File: config.mk
export PLATFORM = sky130hd
export DESIGN_NAME = opn_timing_top
export DESIGN_NICKNAME = d
export VERILOG_FILES = /design/src/source/opn_pkg.sv /design/src/source/timer_ctrl_if.sv /design/src/source/opn_timing_top.sv /design/src/source/opn_timers.sv /design/src/source/opn_timer.sv /design/src/source/opn_regs.sv /design/src/source/opn_clk_div.sv
export SDC_FILE = /design/constraint.sdc
export NUM_CORES = 1
export LEC_CHECK = 0
export ABC_AREA = 1
export BUFFER_PORTS_ARGS = -buffer_cell sky130_fd_sc_hd__buf_2
export CAP_MARGIN = 40
export CORE_UTILIZATION = 25
export DETAILED_ROUTE_END_ITERATION = 12
export PLACE_DENSITY_LB_ADDON = 0.1
export SETUP_SLACK_MARGIN = 0.1
export SLEW_MARGIN = 20
export SYNTH_ARGS = -nofsm -noshare
export SYNTH_HDL_FRONTEND = slang
export SYNTH_HIERARCHICAL = 1
export SYNTH_SLANG_ARGS = --single-unit
File: constraint.sdc
create_clock -name clk -period 3.05 [get_ports clk]
set_input_delay 0.4575 -clock clk [delete_from_list [all_inputs] [get_ports clk]]
set_output_delay 0.4575 -clock clk [all_outputs]
set_load 0.05 [all_outputs]
File: src/source/opn_pkg.sv
// opn timing package with shared widths, register map, handshake states and prescaler codes
package opn_pkg;

    typedef logic [7:0] reg_addr_t;   // host register address
    typedef logic [7:0] reg_data_t;   // host write data
    typedef logic [1:0] div_set_t;    // prescaler code
    typedef logic [9:0] timer_a_t;    // timer a load value
    typedef logic [7:0] timer_b_t;    // timer b load value

    // host write handshake
    typedef enum logic [1:0] {
        st_idle,
        st_write,
        st_wait_release
    } host_state_t;

    // register map
    localparam reg_addr_t addr_tmr_a_hi = 8'h24;  // timer a bits 9..2
    localparam reg_addr_t addr_tmr_a_lo = 8'h25;  // timer a bits 1..0 in data[1:0]
    localparam reg_addr_t addr_tmr_b    = 8'h26;
    localparam reg_addr_t addr_tmr_ctl  = 8'h27;
    localparam reg_addr_t addr_pres6    = 8'h2d;
    localparam reg_addr_t addr_pres3    = 8'h2e;
    localparam reg_addr_t addr_pres2    = 8'h2f;

    // bit positions in 0x27
    localparam int ctl_load_a = 0;    // level, timer a runs while set
    localparam int ctl_load_b = 1;
    localparam int ctl_en_a   = 2;    // flag enables
    localparam int ctl_en_b   = 3;
    localparam int ctl_clr_a  = 4;    // one-shot clears, never stored
    localparam int ctl_clr_b  = 5;

    // prescaler codes
    localparam div_set_t div_6 = 2'b10;  // reset value
    localparam div_set_t div_3 = 2'b11;
    localparam div_set_t div_2 = 2'b00;

endpackage
File: src/source/timer_ctrl_if.sv
// timer control interface carrying load values and control bits to the timers and flags back
`timescale 1ns/1ns

interface timer_ctrl_if;
    import opn_pkg::*;

    timer_a_t value_a;   // timer a load value
    timer_b_t value_b;   // timer b load value
    logic     load_a;    // run levels
    logic     load_b;
    logic     en_a;      // flag enables
    logic     en_b;
    logic     clr_a;     // single-cycle clears
    logic     clr_b;
    logic     flag_a;    // overflow flags from the timers
    logic     flag_b;

    modport regs (
        output value_a, value_b, load_a, load_b, en_a, en_b, clr_a, clr_b,
        input  flag_a, flag_b
    );

    modport timers (
        input  value_a, value_b, load_a, load_b, en_a, en_b, clr_a, clr_b,
        output flag_a, flag_b
    );
endinterface

File: src/source/opn_timing_top.sv
// opn timing core top joining the clock-enable divider, host register port and chip timers
`timescale 1ns/1ns

module opn_timing_top #(
    parameter int num_ch  = 3,   // 3 for ym2203 style, 6 fixes the /6 ratio
    parameter int use_ssg = 1
) (
    input  logic               clk,
    input  logic               rst_n,
    input  logic               cen,
    input  logic               req,
    input  opn_pkg::reg_addr_t addr,
    input  opn_pkg::reg_data_t wdata,
    output logic               ack,
    output logic               clk_en,
    output logic               clk_en_ssg,
    output logic               clk_en_adpcm,
    output logic               clk_en_adpcm3,
    output logic               flag_a,
    output logic               flag_b,
    output logic               irq_n
);
    import opn_pkg::*;

    div_set_t div_setting;   // prescaler code from the register block

    timer_ctrl_if tc_if ();

    opn_regs regs_inst (
        .clk         (clk),
        .rst_n       (rst_n),
        .req         (req),
        .addr        (addr),
        .wdata       (wdata),
        .ack         (ack),
        .div_setting (div_setting),
        .tc          (tc_if.regs)
    );

    opn_clk_div #(
        .num_ch  (num_ch),
        .use_ssg (use_ssg)
    ) clk_div_inst (
        .clk           (clk),
        .rst_n         (rst_n),
        .cen           (cen),
        .div_setting   (div_setting),
        .clk_en        (clk_en),
        .clk_en_ssg    (clk_en_ssg),
        .clk_en_adpcm  (clk_en_adpcm),
        .clk_en_adpcm3 (clk_en_adpcm3)
    );

    opn_timers timers_inst (
        .clk    (clk),
        .rst_n  (rst_n),
        .clk_en (clk_en),    // timers count operator ticks
        .tc     (tc_if.timers),
        .irq_n  (irq_n)
    );

    assign flag_a = tc_if.flag_a;
    assign flag_b = tc_if.flag_b;
endmodule

File: src/source/opn_timers.sv
// timers a and b, the divide-by-16 tick for timer b and the interrupt output
`timescale 1ns/1ns

module opn_timers (
    input  logic          clk,
    input  logic          rst_n,
    input  logic          clk_en,
    timer_ctrl_if.timers  tc,
    output logic          irq_n
);
    logic [3:0] sub_cnt;   // clk_en prescaler for timer b
    logic       tick_b;

    // restarts whenever load_b is low, so counting begins when it rises
    always_ff @(posedge clk or negedge rst_n) begin
        if (!rst_n)
            sub_cnt <= 4'd0;
        else if (!tc.load_b)
            sub_cnt <= 4'd0;
        else if (clk_en)
            sub_cnt <= sub_cnt + 4'd1;
    end

    assign tick_b = clk_en && tc.load_b && (sub_cnt == 4'hf);   // every 16th clk_en

    opn_timer #(.cnt_w(10)) timer_a_inst (
        .clk      (clk),
        .rst_n    (rst_n),
        .tick     (clk_en),     // timer a runs at the operator rate
        .load     (tc.load_a),
        .value    (tc.value_a),
        .flag_en  (tc.en_a),
        .flag_clr (tc.clr_a),
        .flag     (tc.flag_a)
    );

    opn_timer #(.cnt_w(8)) timer_b_inst (
        .clk      (clk),
        .rst_n    (rst_n),
        .tick     (tick_b),
        .load     (tc.load_b),
        .value    (tc.value_b),
        .flag_en  (tc.en_b),
        .flag_clr (tc.clr_b),
        .flag     (tc.flag_b)
    );

    // active-low interrupt while either flag stands
    always_ff @(posedge clk or negedge rst_n) begin
        if (!rst_n)
            irq_n <= 1'b1;
        else
            irq_n <= !(tc.flag_a || tc.flag_b);
    end
endmodule

File: src/source/opn_timer.sv
// loadable up-counting timer with reload on wrap and a sticky overflow flag
`timescale 1ns/1ns

module opn_timer #(
    parameter int cnt_w = 10   // 10 for timer a, 8 for timer b
) (
    input  logic             clk,
    input  logic             rst_n,
    input  logic             tick,
    input  logic             load,
    input  logic [cnt_w-1:0] value,
    input  logic             flag_en,
    input  logic             flag_clr,
    output logic             flag
);
    logic [cnt_w-1:0] cnt;
    logic             wrap;

    // last count before overflow, only while running
    assign wrap = load && tick && (cnt == {cnt_w{1'b1}});

    // counter follows value while stopped
    // so the first tick after load rises counts from value
    always_ff @(posedge clk or negedge rst_n) begin
        if (!rst_n) begin
            cnt <= '0;
        end else if (!load) begin
            cnt <= value;
        end else if (tick) begin
            if (wrap)
                cnt <= value;          // reload on overflow
            else
                cnt <= cnt + 1'b1;
        end
    end

    // flag set one cycle after the wrapping tick
    always_ff @(posedge clk or negedge rst_n) begin
        if (!rst_n) begin
            flag <= 1'b0;
        end else if (flag_clr) begin
            flag <= 1'b0;              // clear wins over a same-cycle set
        end else if (wrap && flag_en) begin
            flag <= 1'b1;
        end
    end
endmodule

File: src/source/opn_regs.sv
// host register block with four-phase write handshake and prescaler and timer register decode
`timescale 1ns/1ns

module opn_regs (
    input  logic               clk,
    input  logic               rst_n,
    input  logic               req,
    input  opn_pkg::reg_addr_t addr,
    input  opn_pkg::reg_data_t wdata,
    output logic               ack,
    output opn_pkg::div_set_t  div_setting,
    timer_ctrl_if.regs         tc
);
    import opn_pkg::*;

    host_state_t state;
    reg_addr_t   addr_q;      // sampled in idle
    reg_data_t   data_q;
    logic        wr_stb;      // one cycle per accepted request
    logic [7:0]  tmr_a_hi;    // timer a bits 9..2
    logic [1:0]  tmr_a_lo;    // timer a bits 1..0
    timer_b_t    tmr_b;

    // handshake fsm
    always_ff @(posedge clk or negedge rst_n) begin
        if (!rst_n) begin
            state <= st_idle;
            ack   <= 1'b0;
        end else begin
            case (state)
                st_idle: begin
                    if (req)
                        state <= st_write;    // addr and data captured this edge
                end
                st_write: begin
                    ack   <= 1'b1;            // rises together with the register update
                    state <= st_wait_release;
                end
                st_wait_release: begin
                    if (!req) begin           // host may hold req as long as it likes
                        ack   <= 1'b0;
                        state <= st_idle;
                    end
                end
                default: state <= st_idle;
            endcase
        end
    end

    // request capture
    always_ff @(posedge clk) begin
        if (state == st_idle && req) begin
            addr_q <= addr;
            data_q <= wdata;
        end
    end

    assign wr_stb = (state == st_write);

    // register decode
    always_ff @(posedge clk or negedge rst_n) begin
        if (!rst_n) begin
            div_setting <= div_6;
            tmr_a_hi    <= 8'd0;
            tmr_a_lo    <= 2'd0;
            tmr_b       <= '0;
            tc.load_a   <= 1'b0;
            tc.load_b   <= 1'b0;
            tc.en_a     <= 1'b0;
            tc.en_b     <= 1'b0;
            tc.clr_a    <= 1'b0;
            tc.clr_b    <= 1'b0;
        end else begin
            tc.clr_a <= 1'b0;   // clears last one cycle
            tc.clr_b <= 1'b0;
            if (wr_stb) begin
                case (addr_q)
                    addr_tmr_a_hi: tmr_a_hi <= data_q;
                    addr_tmr_a_lo: tmr_a_lo <= data_q[1:0];
                    addr_tmr_b:    tmr_b    <= data_q;
                    addr_tmr_ctl: begin
                        tc.load_a <= data_q[ctl_load_a];
                        tc.load_b <= data_q[ctl_load_b];
                        tc.en_a   <= data_q[ctl_en_a];
                        tc.en_b   <= data_q[ctl_en_b];
                        tc.clr_a  <= data_q[ctl_clr_a];
                        tc.clr_b  <= data_q[ctl_clr_b];
                    end
                    addr_pres6: div_setting <= div_6;   // data ignored on prescaler writes
                    addr_pres3: div_setting <= div_3;
                    addr_pres2: div_setting <= div_2;
                    default: ;
                endcase
            end
        end
    end

    assign tc.value_a = {tmr_a_hi, tmr_a_lo};
    assign tc.value_b = tmr_b;
endmodule

File: src/source/opn_clk_div.sv
// clock-enable divider making the operator, ssg and adpcm enables from the host cen
`timescale 1ns/1ns

module opn_clk_div #(
    parameter int num_ch  = 6,   // 3 or 6, six channels fixes the ratio at /6
    parameter int use_ssg = 0    // zero keeps clk_en_ssg low
) (
    input  logic              clk,
    input  logic              rst_n,
    input  logic              cen,
    input  opn_pkg::div_set_t div_setting,
    output logic              clk_en,
    output logic              clk_en_ssg,
    output logic              clk_en_adpcm,
    output logic              clk_en_adpcm3
);
    import opn_pkg::*;

    logic [2:0] opn_pres;     // operator ratio minus one
    logic [1:0] ssg_pres;     // ssg ratio minus one
    logic [2:0] opn_cnt;
    logic [1:0] ssg_cnt;
    logic [1:0] adpcm_cnt;    // counts operator enables mod 4
    logic [1:0] adpcm3_cnt;   // counts adpcm enables mod 3
    div_set_t   div_q;        // last setting seen
    logic       set_chg;
    logic       opn_zero;
    logic       adpcm_zero;
    logic       adpcm3_zero;

    // preset decode
    always_comb begin
        if (num_ch == 6) begin
            opn_pres = 3'd5;
            ssg_pres = 2'd3;
        end else begin
            case (div_setting)
                div_6: begin
                    opn_pres = 3'd5;
                    ssg_pres = 2'd3;     // ssg every 4 cen
                end
                div_3: begin
                    opn_pres = 3'd2;
                    ssg_pres = 2'd1;
                end
                default: begin           // 2'b0x is /2
                    opn_pres = 3'd1;
                    ssg_pres = 2'd0;
                end
            endcase
        end
    end

    assign set_chg     = (num_ch != 6) && (div_setting != div_q);
    assign opn_zero    = cen && (opn_cnt == 3'd0);
    assign adpcm_zero  = opn_zero && (adpcm_cnt == 2'd0);    // every 4th operator enable
    assign adpcm3_zero = adpcm_zero && (adpcm3_cnt == 2'd0); // every 3rd adpcm enable

    // counters advance on cen, restart on a setting change
    always_ff @(posedge clk or negedge rst_n) begin
        if (!rst_n) begin
            opn_cnt    <= 3'd0;
            ssg_cnt    <= 2'd0;
            adpcm_cnt  <= 2'd0;
            adpcm3_cnt <= 2'd0;
            div_q      <= div_6;
        end else if (set_chg) begin
            opn_cnt    <= 3'd0;   // next cen gives the first enable at the new ratio
            ssg_cnt    <= 2'd0;
            adpcm_cnt  <= 2'd0;
            adpcm3_cnt <= 2'd0;
            div_q      <= div_setting;
        end else if (cen) begin
            opn_cnt <= (opn_cnt == opn_pres) ? 3'd0 : opn_cnt + 3'd1;
            ssg_cnt <= (ssg_cnt == ssg_pres) ? 2'd0 : ssg_cnt + 2'd1;
            if (opn_zero) begin
                adpcm_cnt <= adpcm_cnt + 2'd1;     // wraps at 4 by width
                if (adpcm_cnt == 2'd0)
                    adpcm3_cnt <= (adpcm3_cnt == 2'd2) ? 2'd0 : adpcm3_cnt + 2'd1;
            end
        end
    end

    // registered enables, one cycle after the zero-count cen
    always_ff @(posedge clk or negedge rst_n) begin
        if (!rst_n) begin
            clk_en        <= 1'b0;
            clk_en_ssg    <= 1'b0;
            clk_en_adpcm  <= 1'b0;
            clk_en_adpcm3 <= 1'b0;
        end else begin
            clk_en        <= opn_zero && !set_chg;   // no stale pulse across a ratio change
            clk_en_ssg    <= (use_ssg != 0) && cen && (ssg_cnt == 2'd0) && !set_chg;
            clk_en_adpcm  <= adpcm_zero && !set_chg;
            clk_en_adpcm3 <= adpcm3_zero && !set_chg;
        end
    end
endmodule

# Word level (Yosys, flattened, before mapping)
# Index checks and enable logic that the tools add are counted.
[op_classes] addsub=7 mul=0 div_mod_pow=0 magnitude_cmp=0 n_eq_ne=23 shift=0 muxes=38 n_bitwise=0 reduce_logical=41
[op_table] cell="8-bit by 6-bit == test with 1-bit output (second input constant)" n=7
[op_table] cell="10-bit 2-to-1 mux" n=3
[op_table] cell="2-bit 2-to-1 mux" n=13
[op_table] cell="8-bit 2-to-1 mux" n=3
[op_table] cell="1-bit logical AND" n=17
[op_table] cell="2-bit AND reduction" n=8
[op_table] cell="2-bit one-hot mux with 3 select lines" n=2
[op_table] cell="2-bit nonzero test" n=6
[op_table] cell="10-bit by 1-bit adder with 10-bit output (second input constant)" n=1
[op_table] cell="10-bit == test (second input constant)" n=1
[op_table] cell="1-bit 2-to-1 mux" n=9
[op_table] cell="3-bit 2-to-1 mux" n=3
[op_table] cell="8-bit by 1-bit adder with 8-bit output (second input constant)" n=1
[op_table] cell="2-bit == test (second input constant)" n=4
[op_table] cell="8-bit == test (second input constant)" n=1
[op_table] cell="2-bit logical NOT" n=4
[op_table] cell="4-bit 2-to-1 mux" n=2
[op_table] cell="2-bit by 1-bit adder with 2-bit output (second input constant)" n=3
[op_table] cell="2-bit by 1-bit != test with 1-bit output (second input constant)" n=3
[op_table] cell="3-bit one-hot mux with 2 select lines" n=1
[op_table] cell="4-bit by 1-bit adder with 4-bit output (second input constant)" n=1
[op_table] cell="4-bit == test (second input constant)" n=1
[op_table] cell="2-bit != test (second input constant)" n=2
[op_table] cell="2-bit one-hot mux with 2 select lines" n=1
[op_table] cell="11 further kinds" n=12
[word_totals] ff_bits=85 latch_bits=0 ram_bits=0 mem_bits_ro=0 inputBits=20 out_inout_bits=8 elab_cells=138 n_memories=0

# Longest topological paths before layout
[depth] word_depth=7 depth_mapped=10 ltp_nobuf=10

# By module
# Netlist, hierarchy kept.
[by_module_without_submodules] module="opn_regs" n_inst=1 cells_each=162 area_each_um2=1849.3 seq_area_each_um2=1207.4
[by_module_without_submodules] module="opn_clk_div" n_inst=1 cells_each=100 area_each_um2=828.3 seq_area_each_um2=376.6
[by_module_without_submodules] module="opn_timer at timers_inst.timer_a_inst" n_inst=1 cells_each=124 area_each_um2=827.0 seq_area_each_um2=275.3
[by_module_without_submodules] module="opn_timer at timers_inst.timer_b_inst" n_inst=1 cells_each=102 area_each_um2=685.7 seq_area_each_um2=225.2
[by_module_without_submodules] module="opn_timers" n_inst=1 cells_each=27 area_each_um2=231.5 seq_area_each_um2=126.4

# Worst setup path before layout
# Ideal clock, no wire load.
[synth_timing] path_type="input port to flip-flop" startpoint="input req" endpoint="register regs_inst.addr_q[0] (enable)" setup_time_ns=0.409 arrival_ns=1.633 required_time_ns=2.641 setup_slack_ns=1.007 stages=2 path_buffers=0 cell_sequence="inv_1 nor3_1"
[synth_via] elab_chain_len=1
[synth_lines] element="start: declaration" line_no="opn_timing_top.sv:11" rtl="input logic req,"
[synth_lines] element="1-bit logical AND" line_no="opn_regs.sv:52" rtl="if (state == st_idle && req) begin"
[synth_lines] element="end signal: assignment" line_no="opn_regs.sv:53" rtl="addr_q <= addr;"
[synth_lines] element="end: declaration" line_no="opn_regs.sv:17" rtl="reg_addr_t addr_q;"
# No other way between the ends.
# A chain may end at the register's enable or synchronous reset.

# Final worst setup path
[layout_timing] startpoint="register clk_div_inst.clk_en" endpoint="register timers_inst.timer_b_inst.cnt[4]"
[layout_via] elab_chain_len=7 word_cells_on_any_way=8 classes_between="1 x eq/ne; 3 x mux; 4 x reduce/logical"
[layout_lines] element="start: declaration" line_no="opn_clk_div.sv:12" rtl="output logic clk_en,"
[layout_lines] element="start signal: assignment" line_no="opn_clk_div.sv:92" rtl="clk_en <= opn_zero && !set_chg;"
[layout_lines] element="1-bit logical AND * (2 in a row)" line_no="opn_timers.sv:24" rtl="assign tick_b = clk_en && tc.load_b && (sub_cnt == 4'hf);"
[layout_lines] element="net timers_inst.tick_b" line_no="opn_timers.sv:12" rtl="logic tick_b;"
[layout_lines] element="1-bit logical AND (2 in a row)" line_no="opn_timer.sv:20" rtl="assign wrap = load && tick && (cnt == {cnt_w{1'b1}});"
[layout_lines] element="8-bit 2-to-1 mux" line_no="opn_timer.sv:30" rtl="if (wrap)"
[layout_lines] element="8-bit 2-to-1 mux" line_no="opn_timer.sv:29" rtl="end else if (tick) begin"
[layout_lines] element="8-bit 2-to-1 mux" line_no="opn_timer.sv:27" rtl="end else if (!load) begin"
[layout_lines] element="end signal: assignment" line_no="opn_timer.sv:28" rtl="cnt <= value;"
[layout_lines] element="end signal: assignment" line_no="opn_timer.sv:31" rtl="cnt <= value;"
[layout_lines] element="end signal: assignment" line_no="opn_timer.sv:33" rtl="cnt <= cnt + 1'b1;"
[layout_lines] element="end: declaration" line_no="opn_timer.sv:16" rtl="logic [cnt_w-1:0] cnt;"
# The timed path passes the listed nets; every way through them passes the cells marked *. The select of a mux whose other input is x is not followed.

==> summary.txt <==
Clock network
  – Clk Latency, worst-skew pair: around 0.35 ns
  – CTS tree: built
  – CTS HTree Levels: 3
  – Cts repair resizes: 0
  – Number of CTS-inserted buffers: 9
  – CTS Hold Bufs: 0
  – Clock slew at reported path FFs: around 0.070 ns
  – Post-CTS setup buffers: 0
  – CTS Sinks: 85
  – Clk root buf: clkbuf_16
  – Clock Path Buffers: 2

Floorplanning
  – Die Y: approximately 130 microns
  – Core area: ~17000 sq um
  – Std cell rows: between 40 and 50
  – Ports: 28
  – Starting density of the core: about 26%
  – Die area: about 18000 sq um
  – Die X-Extent: ~130 microns

Pwr
  – Pwr Total: 3621 uW
  – Lkg Pwr: between 0.002 and 0.0025 uW
  – Max VDD drop: around 0.3 mV
  – Pwr/cell area: approximately 710 nW/um^2

Placement
  – Placement Cell Area: approximately 4800 sq um
  – Port Buf Inserts: 27
  – Pre-CTS WS: around 1.3 ns
  – Final HPWL DP: 6819 microns
  – Placer Congestion: roughly 0.73

Timing
  – Worst Slack Setup Final: roughly 1.3 ns
  – Slew Limit Fails: 0
  – Relative slew slack: 50.89%
  – Tmin final: roughly 1.8 ns
  – Endpoints failing setup: 0
  – Unrepaired setup endpoints after global routing: no
  – Least-Margin Pin Slew: 0.7349 ns
  – Final period util: 57.95%
  – Fin Clk Skew: 0.009676 ns
  – TNS Setup: 0 ns
  – Endpoints failing hold: 0
  – Maximum clock rate: roughly 570 MHz

Yosys
  – Post-synthesis cell type count: 31
  – Post-synth EDFFs: 16
  – Synth top area cells: dfrtp_1, nand2_1, edfxtp_1
  – Cell count after synthesis: 515
  – Top cells by count, synth: nand2_1, dfrtp_1, inv_1
  – FFs w/ async S/R, synth: 81.18%
  – Most numerous cell in the Yosys netlist: nand2_1
  – Post-synth net total: roughly 540
  – Syn avg cell area: approximately 8.6 sq um
  – Post-synthesis sequential element count: 85
  – Cell taking the most area after synthesis: dfrtp_1
  – Synthesis Warnings: 6
  – Register area share after synthesis: between 50% and 60%
  – Yosys top cell area share: 37.35%
  – Synthesized area: 4422 sq um
  – Prevailing post-synth register cell: dfrtp_1

Worst setup path
  – Crit path max fanout: 10
  – R2R depth: 9
  – R2R setup slack: 1.28 ns
  – Crit path required time: 3.30 ns
  – CP Class: reg -> reg
  – CP arrival: slightly above 2 ns
  – FF-to-FF Start: clk_div_inst/clk_en
  – CP startpoint: clk_div_inst/clk_en
  – R2R Path End: timers_inst/timer_b_inst/cnt[4]
  – CP Launch Type: flip-flop
  – Worst setup endpoint: timers_inst/timer_b_inst/cnt[4]
  – Critical Path End Type: flip-flop

Job
  – # Max-Cap Violations: 0

Min path
  – Hold crit path type: in -> async

Global routing
  – Largest net degree at the start of global routing: 44
  – First-pass GRT wire length: around 17000 microns
  – GR Overflow Total: 0
  – Number of global-route vias before repair: 3392
  – Antenna violations before repair: 0
  – Gr usage total: 12.05%

Route
  – Routed len/inst: between 10 and 15 microns
  – Pre-antenna DRT Iters: 6
  – Post-DRT Antenna Nets: 0
  – Via count: about 3300
  – Vias per inst: roughly 4.3
  – DR DRC count: 0
  – Initial drt markers: 144
  – Post-Route WL: around 9600 microns

Finish
  – Area of the multi-input gates: ~1900 sq um
  – Register area: 2211 sq um
  – Layout cells sized above 1: 16.49%
  – Util after Layout: between 20% and 30%
  – Area delta synth->final: 15.90%
  – Fill cells: around 1900
  – Antenna fix cells: 0
  – Nets: 574
  – Final instance area: 5125 sq um

Status
  – Status: complete, no violations
-- layout make-up --
cell class                      count  share of cell area, %
Tap cell                          225                  5.493
Timing Repair Buffer               31                  3.613
Sequential cell                    85                  43.14
Clock buffer                        9                  4.395
Inverter                           69                  5.054
Multi-Input combinational cell    351                  36.43
Clock inverter                      7                  1.880
-- per-stage QoR --
step	instances	hold WS, ns
2_1_floorplan	515	0.1619
3_3_place_gp	760	0.3927
3_5_place_dp	761	0.3934
4_1_cts	777	0.1293
5_1_grt	777	0.1483
6_report	777	0.1162
-- state kept, by name (all words and copies together), names as in the netlist, 2 cells and up --
| signal | flops |
|---|---|
| timers_inst/timer_b_inst/cnt | 8 |
| regs_inst/state | 2 |
| timers_inst/sub_cnt | 4 |
| clk_div_inst/opn_cnt | 3 |
| clk_div_inst/adpcm_cnt | 2 |
| clk_div_inst/div_q | 2 |
| timers_inst/timer_a_inst/cnt | 10 |
| regs_inst/data_q | 8 |
| regs_inst/addr_q | 8 |
| regs_inst/tc.value_b | 8 |
| clk_div_inst/ssg_cnt | 2 |
| regs_inst/tmr_a_lo | 2 |
| regs_inst/div_setting | 2 |
| clk_div_inst/adpcm3_cnt | 2 |
| regs_inst/tmr_a_hi | 8 |
-- cell families (layout without fill, tap and decap cells) --
| logic type | count (synthesis) | after routing | share of synthesized area, % |
|---|---|---|---|
| compound gates | 15 | 15 | 1.924 |
| xor+xnor | 7 | 7 | 1.387 |
| fa+ha+maj | 7 | 7 | 1.981 |
| buf+inv | 79 | 116 | 7.895 |
| flops | 85 | 85 | 50.00 |
| simple gates | 322 | 322 | 36.81 |
-- critical path, cell delays in order, from the launching register on --
cell     delay, ns
dfrtp_1       0.56
nand2_1       0.12
nor2_1        0.28
nand2_1       0.11
nor2_2        0.20
nand2_4       0.12
nand2_8       0.09
nand2_1       0.06
nand3_1       0.07
nand2_1       0.05
-- metal layers --
layer / up-vias / part of all wire (%) / wire length (microns) / GRT usage, %
li1: 1714 / - / - / -
met1: 1542 / 49 / 4659 / 15.53
met2: 39 / 46 / 4459 / 19.07
met3: 13 / 2.7 / 262 / 2.477
met4: 0 / 2.3 / 218 / 6.180
met5: - / 0 / 0 / 0
-- how the worst min path moves through the flow --
stage / start / endpoint / slack (ns)
global placement: regs_inst/tc.clr_a / timers_inst/timer_a_inst/flag / 0.39
finish: rst_n / regs_inst/tmr_a_hi[7] / 0.12
detailed placement: regs_inst/tc.clr_a / timers_inst/timer_a_inst/flag / 0.39
CTS: rst_n / regs_inst/tmr_a_hi[3] / 0.13
floorplan: rst_n / clk_div_inst/adpcm3_cnt[0] / 0.16
global route: rst_n / regs_inst/tmr_a_hi[3] / 0.15
-- cell usage in the layout (no fill, tap or decap), types with 6 or more instances in the layout --
cell type / instances
clkbuf_16: 9
ha_1: 7
dfrtp_1: 66
nand3_4: 7
nand4_1: 29
nor2_2: 6
buf_2: 27
inv_1: 62
edfxtp_1: 16
nand3_1: 48
nand2_1: 181
a21oi_1: 6
inv_2: 7
nor2_4: 7
nor2_1: 26
-- power by group --
group	internal [uW]	switching, uW
logic	268	575
registers	1370	195
clock network	723	494
(Power assumes the default switching activity.)
